--- src/masku_settings.svh ---
// Mask unit settings: word width, vector-length width and popcount width macros

`ifndef MASKU_SETTINGS_SVH
`define MASKU_SETTINGS_SVH

// Operand and result word width
// One beat carries one word of each operand
`define MASKU_WORD_W 64

// Vector length in bits of mask
// 10 bits hold vl up to 512, so at most 8 beats per instruction
`define MASKU_VL_W 10

// Popcount and scalar result width
// Must hold the largest vl, since every bit below vl may be set
`define MASKU_CNT_W 10

`endif

--- src/masku_pkg.sv ---
// Mask unit package: opcode enum and the word, length and count types

`include "masku_settings.svh"

package masku_pkg;

  // One operand or result word
  typedef logic [`MASKU_WORD_W-1:0] word_t;

  // Vector length, also used for the remaining-bit count
  typedef logic [`MASKU_VL_W-1:0] vl_t;

  // Popcount and scalar result
  typedef logic [`MASKU_CNT_W-1:0] cnt_t;

  // Mask instructions handled by the unit
  // Logical ops first, popcount last
  typedef enum logic [3:0] {
    VMAND  = 4'd0,
    VMNAND = 4'd1,
    VMANDN = 4'd2,
    VMXOR  = 4'd3,
    VMOR   = 4'd4,
    VMNOR  = 4'd5,
    VMORN  = 4'd6,
    VMXNOR = 4'd7,
    VCPOP  = 4'd8
  } masku_op_e;

endpackage

--- src/masku_sequencer.sv ---
// Mask unit stage 1: active instruction, remaining-bit count, per-beat bit enable and last flag

`timescale 1ns/1ps

`include "masku_settings.svh"

module masku_sequencer (
  input  logic                 clk_i,
  input  logic                 rst_ni,
  // Command strobe
  input  logic                 cmd_valid_i,
  input  masku_pkg::masku_op_e cmd_op_i,
  input  masku_pkg::vl_t       cmd_vl_i,
  input  logic                 cmd_vm_i,
  // Operand beat strobe
  input  logic                 beat_valid_i,
  input  masku_pkg::word_t     beat_vs2_i,
  input  masku_pkg::word_t     beat_vs1_i,
  input  masku_pkg::word_t     beat_vd_i,
  input  masku_pkg::word_t     beat_v0_i,
  // End of instruction, from stage 3
  input  logic                 retire_i,
  output logic                 active_o,
  // Stage 1 to stage 2
  output logic                 s1_valid_o,
  output masku_pkg::masku_op_e s1_op_o,
  output logic                 s1_vm_o,
  output masku_pkg::word_t     s1_vs2_o,
  output masku_pkg::word_t     s1_vs1_o,
  output masku_pkg::word_t     s1_vd_o,
  output masku_pkg::word_t     s1_v0_o,
  output masku_pkg::word_t     s1_en_o,
  output logic                 s1_last_o
);

  ////////////////////////////////////////////////////////////////////////////
  // Instruction state
  ////////////////////////////////////////////////////////////////////////////

  masku_pkg::masku_op_e op_q;
  logic                 vm_q;
  masku_pkg::vl_t       remain_q;
  logic                 active_q;

  // Only one instruction at a time, and vl of zero has nothing to do
  logic cmd_take;
  assign cmd_take = cmd_valid_i && !active_q && (cmd_vl_i != '0);

  // Beats past the end of the vector are dropped
  logic beat_take;
  assign beat_take = beat_valid_i && active_q && (remain_q != '0);

  // Full word left, or only a partial tail
  logic full_word;
  assign full_word = remain_q >= masku_pkg::vl_t'(`MASKU_WORD_W);

  masku_pkg::word_t en_d;
  masku_pkg::vl_t   remain_d;

  always_comb begin
    if (full_word) begin
      en_d     = '1;
      remain_d = remain_q - masku_pkg::vl_t'(`MASKU_WORD_W);
    end else begin
      // Low remain_q bits set, the tail keeps vd
      en_d     = (masku_pkg::word_t'(1) << remain_q) - masku_pkg::word_t'(1);
      remain_d = '0;
    end
  end

  always_ff @(posedge clk_i or negedge rst_ni) begin
    if (!rst_ni) begin
      active_q <= 1'b0;
      remain_q <= '0;
    end else if (cmd_take) begin
      active_q <= 1'b1;
      remain_q <= cmd_vl_i;
    end else begin
      if (retire_i) begin
        active_q <= 1'b0;
      end
      if (beat_take) begin
        remain_q <= remain_d;
      end
    end
  end

  // Command fields, held for the whole instruction
  always_ff @(posedge clk_i) begin
    if (cmd_take) begin
      op_q <= cmd_op_i;
      vm_q <= cmd_vm_i;
    end
  end

  ////////////////////////////////////////////////////////////////////////////
  // Stage 1 output register
  ////////////////////////////////////////////////////////////////////////////

  always_ff @(posedge clk_i or negedge rst_ni) begin
    if (!rst_ni) begin
      s1_valid_o <= 1'b0;
    end else begin
      s1_valid_o <= beat_take;
    end
  end

  always_ff @(posedge clk_i) begin
    if (beat_take) begin
      s1_op_o   <= op_q;
      s1_vm_o   <= vm_q;
      s1_vs2_o  <= beat_vs2_i;
      s1_vs1_o  <= beat_vs1_i;
      s1_vd_o   <= beat_vd_i;
      s1_v0_o   <= beat_v0_i;
      s1_en_o   <= en_d;
      // Last once nothing remains after this beat
      s1_last_o <= !full_word || (remain_d == '0);
    end
  end

  assign active_o = active_q;

endmodule

--- src/masku_logic_alu.sv ---
// Mask unit stage 2: logical mask ops with tail merge, and the word to count for vcpop

`timescale 1ns/1ps

module masku_logic_alu (
  input  logic                 clk_i,
  input  logic                 rst_ni,
  // From stage 1
  input  logic                 s1_valid_i,
  input  masku_pkg::masku_op_e s1_op_i,
  input  logic                 s1_vm_i,
  input  masku_pkg::word_t     s1_vs2_i,
  input  masku_pkg::word_t     s1_vs1_i,
  input  masku_pkg::word_t     s1_vd_i,
  input  masku_pkg::word_t     s1_v0_i,
  input  masku_pkg::word_t     s1_en_i,
  input  logic                 s1_last_i,
  // To stage 3
  output logic                 s2_valid_o,
  output logic                 s2_cpop_o,
  output masku_pkg::word_t     s2_word_o,
  output logic                 s2_last_o
);

  ////////////////////////////////////////////////////////////////////////////
  // Mask ALU
  ////////////////////////////////////////////////////////////////////////////

  masku_pkg::word_t op_res;
  masku_pkg::word_t pred;
  masku_pkg::word_t word_d;
  logic             is_cpop;

  assign is_cpop = (s1_op_i == masku_pkg::VCPOP);

  // Raw logical result on vs2 and vs1
  always_comb begin
    unique case (s1_op_i)
      masku_pkg::VMAND:  op_res = s1_vs2_i & s1_vs1_i;
      masku_pkg::VMNAND: op_res = ~(s1_vs2_i & s1_vs1_i);
      masku_pkg::VMANDN: op_res = s1_vs2_i & ~s1_vs1_i;
      masku_pkg::VMXOR:  op_res = s1_vs2_i ^ s1_vs1_i;
      masku_pkg::VMOR:   op_res = s1_vs2_i | s1_vs1_i;
      masku_pkg::VMNOR:  op_res = ~(s1_vs2_i | s1_vs1_i);
      masku_pkg::VMORN:  op_res = s1_vs2_i | ~s1_vs1_i;
      masku_pkg::VMXNOR: op_res = ~(s1_vs2_i ^ s1_vs1_i);
      default:           op_res = '0;
    endcase
  end

  // Bits taking part in the popcount
  // vm low means v0 masks them further
  assign pred = s1_en_i & (s1_vm_i ? '1 : s1_v0_i);

  always_comb begin
    if (is_cpop) begin
      word_d = s1_vs2_i & pred;
    end else begin
      // Tail undisturbed, bits at vl and above keep old vd
      word_d = (op_res & s1_en_i) | (s1_vd_i & ~s1_en_i);
    end
  end

  ////////////////////////////////////////////////////////////////////////////
  // Stage 2 output register
  ////////////////////////////////////////////////////////////////////////////

  always_ff @(posedge clk_i or negedge rst_ni) begin
    if (!rst_ni) begin
      s2_valid_o <= 1'b0;
    end else begin
      s2_valid_o <= s1_valid_i;
    end
  end

  always_ff @(posedge clk_i) begin
    if (s1_valid_i) begin
      s2_cpop_o <= is_cpop;
      s2_word_o <= word_d;
      s2_last_o <= s1_last_i;
    end
  end

endmodule

--- src/masku_popcount_acc.sv ---
// Mask unit stage 3: result forwarding, popcount accumulation and scalar output

`timescale 1ns/1ps

`include "masku_settings.svh"

module masku_popcount_acc (
  input  logic             clk_i,
  input  logic             rst_ni,
  // From stage 2
  input  logic             s2_valid_i,
  input  logic             s2_cpop_i,
  input  masku_pkg::word_t s2_word_i,
  input  logic             s2_last_i,
  // Logical op results
  output logic             res_valid_o,
  output masku_pkg::word_t res_word_o,
  output logic             res_last_o,
  // vcpop scalar
  output logic             scalar_valid_o,
  output masku_pkg::cnt_t  scalar_o,
  // Back to the sequencer
  output logic             retire_o
);

  ////////////////////////////////////////////////////////////////////////////
  // Popcount
  ////////////////////////////////////////////////////////////////////////////

  masku_pkg::cnt_t pop;
  masku_pkg::cnt_t acc_q;
  masku_pkg::cnt_t total;

  // Set bits of this word, already trimmed to vl and v0 by stage 2
  always_comb begin
    pop = '0;
    for (int i = 0; i < `MASKU_WORD_W; i++) begin
      pop = pop + masku_pkg::cnt_t'(s2_word_i[i]);
    end
  end

  assign total = acc_q + pop;

  logic cpop_beat;
  logic word_beat;
  assign cpop_beat = s2_valid_i && s2_cpop_i;
  assign word_beat = s2_valid_i && !s2_cpop_i;

  ////////////////////////////////////////////////////////////////////////////
  // Output register and accumulator
  ////////////////////////////////////////////////////////////////////////////

  always_ff @(posedge clk_i or negedge rst_ni) begin
    if (!rst_ni) begin
      acc_q          <= '0;
      res_valid_o    <= 1'b0;
      res_last_o     <= 1'b0;
      scalar_valid_o <= 1'b0;
    end else begin
      res_valid_o    <= word_beat;
      res_last_o     <= word_beat && s2_last_i;
      scalar_valid_o <= cpop_beat && s2_last_i;
      if (cpop_beat) begin
        // Sum restarts for the next instruction
        acc_q <= s2_last_i ? '0 : total;
      end
    end
  end

  always_ff @(posedge clk_i) begin
    if (word_beat) begin
      res_word_o <= s2_word_i;
    end
    if (cpop_beat && s2_last_i) begin
      scalar_o <= total;
    end
  end

  // Raised while the last output is being loaded
  // so the sequencer goes idle at the same edge that outputs it
  assign retire_o = s2_valid_i && s2_last_i;

endmodule

--- src/masku_top.sv ---
// Mask unit top level: three-stage pipeline of sequencer, mask ALU and popcount accumulator

`timescale 1ns/1ps

module masku_top (
  input  logic                 clk_i,
  input  logic                 rst_ni,
  // Command strobe
  input  logic                 cmd_valid_i,
  input  masku_pkg::masku_op_e cmd_op_i,
  input  masku_pkg::vl_t       cmd_vl_i,
  input  logic                 cmd_vm_i,
  // Operand beat strobe
  input  logic                 beat_valid_i,
  input  masku_pkg::word_t     beat_vs2_i,
  input  masku_pkg::word_t     beat_vs1_i,
  input  masku_pkg::word_t     beat_vd_i,
  input  masku_pkg::word_t     beat_v0_i,
  // Logical op results
  output logic                 res_valid_o,
  output masku_pkg::word_t     res_word_o,
  output logic                 res_last_o,
  // vcpop scalar
  output logic                 scalar_valid_o,
  output masku_pkg::cnt_t      scalar_o,
  // Instruction in progress
  output logic                 busy_o
);

  ////////////////////////////////////////////////////////////////////////////
  // Stage signals
  ////////////////////////////////////////////////////////////////////////////

  logic                 active;
  logic                 retire;

  logic                 s1_valid;
  masku_pkg::masku_op_e s1_op;
  logic                 s1_vm;
  masku_pkg::word_t     s1_vs2;
  masku_pkg::word_t     s1_vs1;
  masku_pkg::word_t     s1_vd;
  masku_pkg::word_t     s1_v0;
  masku_pkg::word_t     s1_en;
  logic                 s1_last;

  logic                 s2_valid;
  logic                 s2_cpop;
  masku_pkg::word_t     s2_word;
  logic                 s2_last;

  // Stage 1, command and beat bookkeeping
  masku_sequencer u_sequencer (
    .clk_i        (clk_i),
    .rst_ni       (rst_ni),
    .cmd_valid_i  (cmd_valid_i),
    .cmd_op_i     (cmd_op_i),
    .cmd_vl_i     (cmd_vl_i),
    .cmd_vm_i     (cmd_vm_i),
    .beat_valid_i (beat_valid_i),
    .beat_vs2_i   (beat_vs2_i),
    .beat_vs1_i   (beat_vs1_i),
    .beat_vd_i    (beat_vd_i),
    .beat_v0_i    (beat_v0_i),
    .retire_i     (retire),
    .active_o     (active),
    .s1_valid_o   (s1_valid),
    .s1_op_o      (s1_op),
    .s1_vm_o      (s1_vm),
    .s1_vs2_o     (s1_vs2),
    .s1_vs1_o     (s1_vs1),
    .s1_vd_o      (s1_vd),
    .s1_v0_o      (s1_v0),
    .s1_en_o      (s1_en),
    .s1_last_o    (s1_last)
  );

  // Stage 2, logical ops or word to count
  masku_logic_alu u_logic_alu (
    .clk_i      (clk_i),
    .rst_ni     (rst_ni),
    .s1_valid_i (s1_valid),
    .s1_op_i    (s1_op),
    .s1_vm_i    (s1_vm),
    .s1_vs2_i   (s1_vs2),
    .s1_vs1_i   (s1_vs1),
    .s1_vd_i    (s1_vd),
    .s1_v0_i    (s1_v0),
    .s1_en_i    (s1_en),
    .s1_last_i  (s1_last),
    .s2_valid_o (s2_valid),
    .s2_cpop_o  (s2_cpop),
    .s2_word_o  (s2_word),
    .s2_last_o  (s2_last)
  );

  // Stage 3, outputs and end of instruction
  masku_popcount_acc u_popcount_acc (
    .clk_i          (clk_i),
    .rst_ni         (rst_ni),
    .s2_valid_i     (s2_valid),
    .s2_cpop_i      (s2_cpop),
    .s2_word_i      (s2_word),
    .s2_last_i      (s2_last),
    .res_valid_o    (res_valid_o),
    .res_word_o     (res_word_o),
    .res_last_o     (res_last_o),
    .scalar_valid_o (scalar_valid_o),
    .scalar_o       (scalar_o),
    .retire_o       (retire)
  );

  // Busy from command accept until the last output leaves stage 3
  assign busy_o = active;

endmodule

--- config.mk ---
export PLATFORM = sky130hd
export DESIGN_NAME = masku_top
export DESIGN_NICKNAME = d
export VERILOG_FILES = /design/src/masku_pkg.sv /design/src/masku_sequencer.sv /design/src/masku_logic_alu.sv /design/src/masku_popcount_acc.sv /design/src/masku_top.sv
export VERILOG_INCLUDE_DIRS = /design/src
export SDC_FILE = /design/constraint.sdc
export NUM_CORES = 1
export LEC_CHECK = 0
export BUFFER_PORTS_ARGS = -buffer_cell sky130_fd_sc_hd__buf_2
export CAP_MARGIN = 20
export CELL_PAD_IN_SITES_DETAIL_PLACEMENT = 0
export CELL_PAD_IN_SITES_GLOBAL_PLACEMENT = 1
export CORE_UTILIZATION = 33
export CTS_CLUSTER_DIAMETER = 50
export CTS_CLUSTER_SIZE = 28
export DETAILED_ROUTE_END_ITERATION = 8
export PLACE_DENSITY = 0.61
export SLEW_MARGIN = 15
export SYNTH_ARGS = -nofsm -noshare
export SYNTH_HDL_FRONTEND = slang
export SYNTH_HIERARCHICAL = 1
export SYNTH_SLANG_ARGS = --single-unit
--- constraint.sdc ---
create_clock -name clk_i -period 26.3 [get_ports clk_i]
set_clock_uncertainty 0.1 [all_clocks]
set_input_delay 2.63 -clock clk_i [delete_from_list [all_inputs] [get_ports clk_i]]
set_output_delay 2.63 -clock clk_i [all_outputs]
set_load 0.1 [all_outputs]
Word-level counts from Yosys, hierarchy flattened
Index checks and enable logic that the tools add are counted.
Storage, ports and cells
  bits in registers: 497
  latch bits: 0
  bits in writable memories: 0
  bits in read-only memories: 0
  output and inout bits: 78
  word-level logic and storage cells: 142
  memories: 0
Operators by class
  $add $sub $neg: 66
  multiply operators: 0
  div/mod/pow operators: 0
  $lt $le $gt $ge: 1
  equal/unequal tests: 8
  shift operators: 1
  muxes and demuxes: 9
  bitwise gates (word level): 15
  reductions and logical operators: 19
Operators with widths (count)
  adder 10 x 1 -> 10 bit: 62
  case mux 64 bit (8 select lines): 1
  bitwise AND 64 bit: 6
  NOT 64 bit: 5
  bitwise OR 64 bit: 3
  two-way mux 64 bit: 2
  left shift 1 x 10 -> 64 bit (first input constant): 1
  subtractor 64 x 1 -> 64 bit (second input constant): 1
  XOR 64 bit: 1
  two-way mux 10 bit: 4
  nonzero test 10 bit: 2
  equality test 4 x 3 -> 1 bit (second input constant): 4
  adder 10 bit: 1
  >= comparator 10 x 7 -> 1 bit (second input constant): 1
  logical NOT 10 bit: 1
  subtractor 10 x 7 -> 10 bit (second input constant): 1
  logical AND 1 bit: 9
  equality test 4 x 2 -> 1 bit (second input constant): 2
  equality test 4 x 1 -> 1 bit (second input constant): 1
  equality test 4 bit (second input constant): 1
  logical NOT 4 bit: 1
  nonzero test 2 bit: 2
  logical NOT 1 bit: 3
  adder 1 x 1 -> 2 bit: 1
  2 further kinds: 3

Depth between registers and ports, before layout
Gate-level depths: netlist of the first run.
  word-level depth: 65
  mapped depth: 26
  gate-level depth less buffers: 26

Cells and area by module
Netlist of the first run, hierarchy kept.
Modules (own cells, without submodules)
  masku_sequencer: times used 1, cells an instance 761, area an instance 12602.1 sq um, sequential area each 10239.8 sq um
  masku_logic_alu: times used 1, cells an instance 1416, area an instance 12034.0 sq um, sequential area each 2006.9 sq um
  masku_popcount_acc: times used 1, cells an instance 352, area an instance 5104.9 sq um, sequential area each 2547.4 sq um

Worst setup path after synthesis of the first run
OpenSTA, ideal clock, no wires.
  kind: input to register
  start point: in beat_valid_i
  end point: reg u_sequencer.remain_q[0]
  library setup time: 130 ps
  arrival time: 10947 ps
  path slack: 15123 ps
  stages on the path: 5
  buffers on the path: 0
  cell sequence: nand2_1 -> a41o_1 -> inv_1 -> a21oi_1 -> a22o_1
Between the ends
  cells in the longest elaborated chain, start to end: 3
RTL lines
  start, declared: line masku_top.sv:14  | input logic beat_valid_i,
  logical AND 1 bit (2 in a row): line masku_sequencer.sv:51  | assign beat_take = beat_valid_i && active_q && (remain_q != '0);
  net u_sequencer.beat_take: line masku_sequencer.sv:50  | logic beat_take;
  nonzero test 2 bit (no source line)
  end signal, assigned: line masku_sequencer.sv:77  | remain_q <= cmd_vl_i;
  end signal, assigned: line masku_sequencer.sv:83  | remain_q <= remain_d;
  end, declared: line masku_sequencer.sv:42  | masku_pkg::vl_t remain_q;
The timed path passes the listed nets, and every way through them passes these cells.
A chain may end at the register's enable or synchronous reset.

Worst setup path after layout of the first run
  start point: reg u_logic_alu.s2_word_o[0]
  end point: reg u_popcount_acc.scalar_o[6] (data pin)
Between the ends
  cells in the longest elaborated chain, start to end: 64
RTL lines
  start, declared: line masku_logic_alu.sv:21  | output masku_pkg::word_t s2_word_o,
  start signal, assigned: line masku_logic_alu.sv:79  | s2_word_o <= word_d;
  adder 1 x 1 -> 2 bit: line masku_popcount_acc.sv:38  | pop = pop + masku_pkg::cnt_t'(s2_word_i[i]);
  adder 10 x 1 -> 10 bit (62 in a row): line masku_popcount_acc.sv:38
  adder 10 bit: line masku_popcount_acc.sv:42  | assign total = acc_q + pop;
  net u_popcount_acc.total[6]: line masku_popcount_acc.sv:32  | masku_pkg::cnt_t total;
  end signal, assigned: line masku_popcount_acc.sv:75  | scalar_o <= total;
  end, declared: line masku_popcount_acc.sv:21  | output masku_pkg::cnt_t scalar_o,
The timed path passes the listed nets, and every way through them passes these cells.

==> results_dict.tcl, run 1 <==
set metrics [dict create \
    worst_pin_slew_ps 1040 \
    grt_pass1_vias 21400 \
    num_rows 109 \
    yosysTopAreaCell "edfxtp_1" \
    crit_type "register to register" \
    layout-drive-gt1-share_pct 19.3 \
    dieArea_um2 91300 \
    synth_edf_count 471 \
    crit_path_start_kind "register" \
    start_util_pct 33.5 \
    nets 3499 \
    cts.clk_slew.worst_paths_ps 60 \
    vias 21200 \
    post-route-min-period_ps 8130 \
    die_h_um 302 \
    area_delta_synth_final_pct 18.8 \
    cts_buffer_depth 3 \
    relSlewSlack_pct 30.8 \
    grtUsageTotal_pct 20.5 \
    synth_top_area_share_pct 47.6 \
    cts_root_buf "clkbuf_16" \
    rsz0062_at_grt "false" \
    fmax_mhz 123 \
    critPathRequiredTime_ps 26590 \
    fill_cells 8414 \
    outcome "finished, final reports clean" \
    hold_viol 0 \
    async_flop_share_pct 5.23 \
    ys.flop_type "edfxtp_1" \
    setup_tns_ps 0 \
    ys_types 78 \
    cp_max_fo 3 \
    synth_seq_cells 497 \
    cts-buffers-inserted 79 \
    period_share_pct 30.9 \
    core_um2 88800 \
    cts_tree "done" \
    grt_max_degree 163 \
    ys_top_cells_by_area "edfxtp_1 (48%), ha_1 (13%), inv_1 (3.9%)" \
    grt_first_pass_wirelength_um 137000 \
    wl_per_cell_um 23.3 \
    synth-warning-count 6 \
    die_x_um 302 \
    syn_nets 3171 \
    dp_hpwl_um 68000 \
    syn_inst 2529 \
    first_iter_violations 1335 \
    worstHoldPathType "register to register" \
    route.detailed.drc 0 \
    io_pins 353 \
    avgSynthCellArea_um2 11.8 \
    drv_slew 0 \
    synth-seq-area-share_pct 49.7 \
    drt_first_pass_iters 5 \
    setup_viol 0 \
    antenna_found_initial 5 \
    hold_buffers 0 \
    arrival_ps 8420 \
    clock_latency_ps 640 \
    cts_resized 0 \
    synth_area_um2 29700 \
    multi_input_area_um2 13200 \
    max_cap_violations 0 \
    numPortBuffers 352 \
    htree_levels 3 \
    regArea_um2 14800 \
    synthTopCellsByCount "edfxtp_1 (471), ha_1 (314), inv_1 (308)" \
    cts.sinks 497 \
    post-synth-top-count-cell "edfxtp_1" \
    gp_congestion 0.866 \
    routed_via_density 5.17 \
    grt_overflow 0 \
    ant_nets 0 \
    postCtsSetupBuffers 0 \
    worst_setup_path_end_kind "register" \
    wirelength_um 95300 \
]
cells by family after synthesis:
group | synth area share, %
xor gates and xnor gates | 1.30
and+or+nand+nor | 9.57
buffers and inverters | 6.13
muxes | 3.87
AOI/OAI and AO/OA | 12.6
DFF | 49.7
adders and majority gates | 16.8
layer usage:
layer / wire length, um / GRT usage (%) / vias up
met5: 13 / 0 / -
met4: 2970 / 6.78 / 2
met3: 4750 / 3.43 / 170
met2: 46100 / 34.4 / 606
met1: 41500 / 26.6 / 10500
li1: - / - / 9831
path summary, 6_finish.rpt:
check	startpoint	end	slack, ps	cells after the start
min	u_sequencer/op_q[1]$_DFFE_PP_	u_sequencer/s1_op_o[1]$_DFFE_PP_	320	0
max	u_logic_alu/s2_word_o[0]$_DFFE_PP_	u_popcount_acc/scalar_o[6]$_DFFE_PP_	18170	24
min reg2reg	u_sequencer/op_q[1]$_DFFE_PP_	u_sequencer/s1_op_o[1]$_DFFE_PP_	320	0
min in group asynchronous	rst_ni	u_sequencer/active_o$_DFFE_PN0P_	1960	1
max reg2reg	u_logic_alu/s2_word_o[0]$_DFFE_PP_	u_popcount_acc/scalar_o[6]$_DFFE_PP_	18170	24
max in group asynchronous	rst_ni	u_sequencer/s1_valid_o$_DFF_PN0_	23500	1
cell type report:
cell class | instances | share of cell area [%]
flip-flops and latches | 497 | 41.9
inverters | 308 | 3.29
clock inverters | 65 | 2.07
multi-input cells | 1587 | 37.3
repair buffers | 384 | 5.70
clock buffers | 82 | 5.63
well taps | 1165 | 4.13
diodes | 3 | 0.0212
worst max-delay path, cell delays in order (launching register included):
cell and delay, ps:
edfxtp_1 380, inv_1 70, fa_1 550, fa_1 440
fa_1 500, inv_1 40, ha_1 210, fa_1 480
ha_1 290, ha_1 270, inv_1 40, fa_1 530
fa_1 450, fa_1 520, fa_1 440, fa_1 520
inv_1 60, fa_1 500, fa_1 430, a21o_1 190
a21oi_1 290, o21bai_1 100, a21oi_1 190, xor2_1 210
inv_1 60
state kept, by name, indices dropped and copies added (netlist names), 10 cells and up:
signal	count
u_sequencer/s1_v0_o	64
u_logic_alu/s2_word_o	64
u_sequencer/s1_vs2_o	64
u_popcount_acc/res_word_o	64
u_sequencer/s1_vd_o	64
u_sequencer/s1_vs1_o	64
u_sequencer/remain_q	10
u_popcount_acc/acc_q	10
u_popcount_acc/scalar_o	10
u_sequencer/s1_en_o	64
placed cells by master (no fill, tap or decap), types with 8 or more instances in the layout:
master,Yosys,routed
a31oi_1,20,19
o221a_1,9,9
buf_4,4,31
xor2_1,8,8
o31ai_1,9,9
clkbuf_16,0,79
nor2_1,59,59
edfxtp_1,471,471
and2_1,9,9
nor3_1,24,23
nand2_1,203,203
o31a_1,23,23
clkinv_4,0,9
ha_1,314,314
xnor2_1,36,36
a211oi_1,10,10
buf_2,37,352
a22o_1,12,12
nand4_1,12,12
or3_1,23,23
nand2b_1,75,75
mux2i_1,98,98
nand3_1,48,48
fa_1,53,53
mux2_2,15,15
dfrtp_1,26,25
a221oi_1,48,48
nor2b_1,67,65
o22a_1,38,38
a211o_1,38,38
inv_1,308,307
o2111ai_1,82,82
inv_6,0,16
a21oi_1,63,63
o21ai_0,101,101
through the flow:
stage                     cells  setup WS [ps]  hold WS, ps  utilization [%]  cell area, um^2
after floorplan            2529          15120          300                -            29700
after global routing       4089          17920          321             39.8            35300
final                      4091          18170          318             39.8            35300
after global placement     3941          18270          304             36.7            32600
after detailed placement   3941          18210          305             36.7            32600
after CTS                  4088          18170          318             39.8            35300
Power of run 1 is left out: the tool's default activity adds up to more than one toggle a clock period on the data nets, which glitch-free logic cannot reach.
==> run 2, diff against run 1 <==
==> constraint.sdc (replaced) <==
create_clock -name clk_i -period 8.38 [get_ports clk_i]
set_clock_uncertainty 0.1 [all_clocks]
set_input_delay 0.838 -clock clk_i [delete_from_list [all_inputs] [get_ports clk_i]]
set_output_delay 0.838 -clock clk_i [all_outputs]
set_load 0.1 [all_outputs]
==> results_dict.tcl, run 2 (synthesized netlist as in run 1, its figures left out) <==
set metrics [dict create \
    postCtsSetupBuffers 0 \
    dp_hpwl_um 68500 \
    multi_input_area_um2 13200 \
    wl_per_cell_um 23.7 \
    setup_viol 0 \
    cpMaxStageDelayCell "fa_1" \
    wl_met2_um 47900 \
    layout-drive-gt1-share_pct 19.1 \
    cts_buffer_depth 3 \
    rr_startpoint "u_logic_alu/s2_word_o[0]$_DFFE_PP_" \
    cts-buffers-inserted 76 \
    drt_first_pass_iters 5 \
    cp_max_fo 3 \
    ant_nets 0 \
    htree_levels 3 \
    hold_viol 0 \
    top_layer "met5" \
    cp.depth 24 \
    m1WireLength_um 41500 \
    critPathLaunch "u_logic_alu/s2_word_o[0]$_DFFE_PP_" \
    fill_cells 8484 \
    num_rows 109 \
    dieArea_um2 91300 \
    dp_slack_ps 427 \
    area_delta_synth_final_pct 18.9 \
    worstHoldPathType "primary input to async pin" \
    grtUsageTotal_pct 20.9 \
    outcome "finished, final reports clean" \
    fmax_mhz 126 \
    met3_length_um 5060 \
    io_pins 353 \
    path_cells "inv_1 > fa_1 > fa_1 > fa_1 > inv_1 > ha_1 > fa_1 > ha_1 > ha_1 > inv_1 > fa_1 > fa_1 > fa_1 > fa_1 > fa_1 > inv_1 > fa_1 > fa_1 > a21o_1 > a21oi_1 > o21bai_1 > a21oi_1 > xor2_1 > inv_1" \
    route.detailed.drc 0 \
    die_x_um 302 \
    final_cell_mix "edfxtp_1 (471), buf_2 (352), ha_1 (314), inv_1 (307), nand2_1 (203)" \
    arrival_ps 8220 \
    cpLargestDelayFamily "adder cells" \
    crit_top_cell "fa_1" \
    worst_setup_path_end_kind "register" \
    endpoint "u_popcount_acc/scalar_o[6]$_DFFE_PP_" \
    grt_first_pass_wirelength_um 140000 \
    antenna_cells 0 \
    cp_slowest_stage_delay_ps 560 \
    rsz0062_at_grt "false" \
    hold_buffers 0 \
    r2r_end "u_popcount_acc/scalar_o[6]$_DFFE_PP_" \
    start_util_pct 33.5 \
    drv_slew 0 \
    r2r_slack_ps 440 \
    crit_buf_inv 5 \
    antenna_found_initial 5 \
    numPortBuffers 352 \
    worst_slack_ps 435 \
    cts.clk_slew.worst_paths_ps 60 \
    worst_pin_slew_ps 1070 \
    cts_resized 0 \
    period_share_pct 94.8 \
    cts_tree "done" \
    die_h_um 302 \
    vias 21200 \
    first_iter_violations 1329 \
    cts_root_buf "clkbuf_16" \
    cts.sinks 497 \
    relSlewSlack_pct 28.8 \
    critPathRequiredTime_ps 8660 \
    grt_max_degree 174 \
    clock_latency_ps 640 \
    setup_tns_ps 0 \
    gp_congestion 0.849 \
    grt_overflow 0 \
    reg2regPathDepth 24 \
    wirelength_um 96800 \
    final_common_cell "edfxtp_1" \
    grt_pass1_vias 21900 \
    crit_path_start_kind "register" \
    routed_via_density 5.19 \
    max_cap_violations 0 \
    nets 3498 \
    crit_type "register to register" \
    core_um2 88800 \
    hold_ws_ps 187 \
    post-route-min-period_ps 7940 \
    regArea_um2 14800 \
]
==> run 2: cell types whose count changed in the layout (fill, tap and decap cells not counted), sizes merged <==
cell,before,now
clkinv,31,20
clkinvlp,5,11
inv,332,326
bufinv,5,9
diode,3,0
buf,384,386
clkbuf,82,84
==> run 2: worst reg2reg max path, delay by kind of cell (launching register included) <==
family	cells	cell delay, ps
buffers and inverters	5	270
DFF	1	360
adders and majority gates	14	6040
AOI/OAI and AO/OA	4	750
xor gates and xnor gates	1	220
==> run 2: how the worst min path moves through the flow <==
| stage | end | cells past startpoint | from |
|---|---|---|---|
| 2_1_floorplan | u_logic_alu/s2_last_o$_DFFE_PP_ | 0 | u_sequencer/s1_last_o$_DFFE_PP_ |
| 3_3_place_gp | u_logic_alu/s2_last_o$_DFFE_PP_ | 0 | u_sequencer/s1_last_o$_DFFE_PP_ |
| 3_5_place_dp | u_logic_alu/s2_last_o$_DFFE_PP_ | 0 | u_sequencer/s1_last_o$_DFFE_PP_ |
| 4_1_cts | u_sequencer/active_o$_DFFE_PN0P_ | 1 | rst_ni |
| 5_1_grt | u_sequencer/active_o$_DFFE_PN0P_ | 1 | rst_ni |
| 6_report | u_sequencer/active_o$_DFFE_PN0P_ | 1 | rst_ni |
==> run 2: final cells by class <==
type	count	area share (%)
clock buffer	84	5.58
clock inverter	58	1.99
inverter	308	3.28
multi-input combinational	1587	37.2
sequential	497	41.8
tap	1165	4.12
timing repair buffer	386	5.94
==> run 2: through the flow <==
| stage | util [%] | cells | instance area, um^2 |
|---|---|---|---|
| floorplan | - | 2529 | 29700 |
| global placement | 36.7 | 3939 | 32600 |
| detailed placement | 36.8 | 3941 | 32600 |
| CTS | 39.8 | 4083 | 35300 |
| global route | 39.8 | 4085 | 35400 |
| finish | 39.8 | 4085 | 35400 |
==> run 2: metal layers <==
metal,GRT usage [%],vias to the layer above
met5,0,-
met4,6.06,2
met3,3.92,149
met2,35.8,634
met1,26.8,10600
li1,-,9810
Power of run 2 is left out for the same reason.
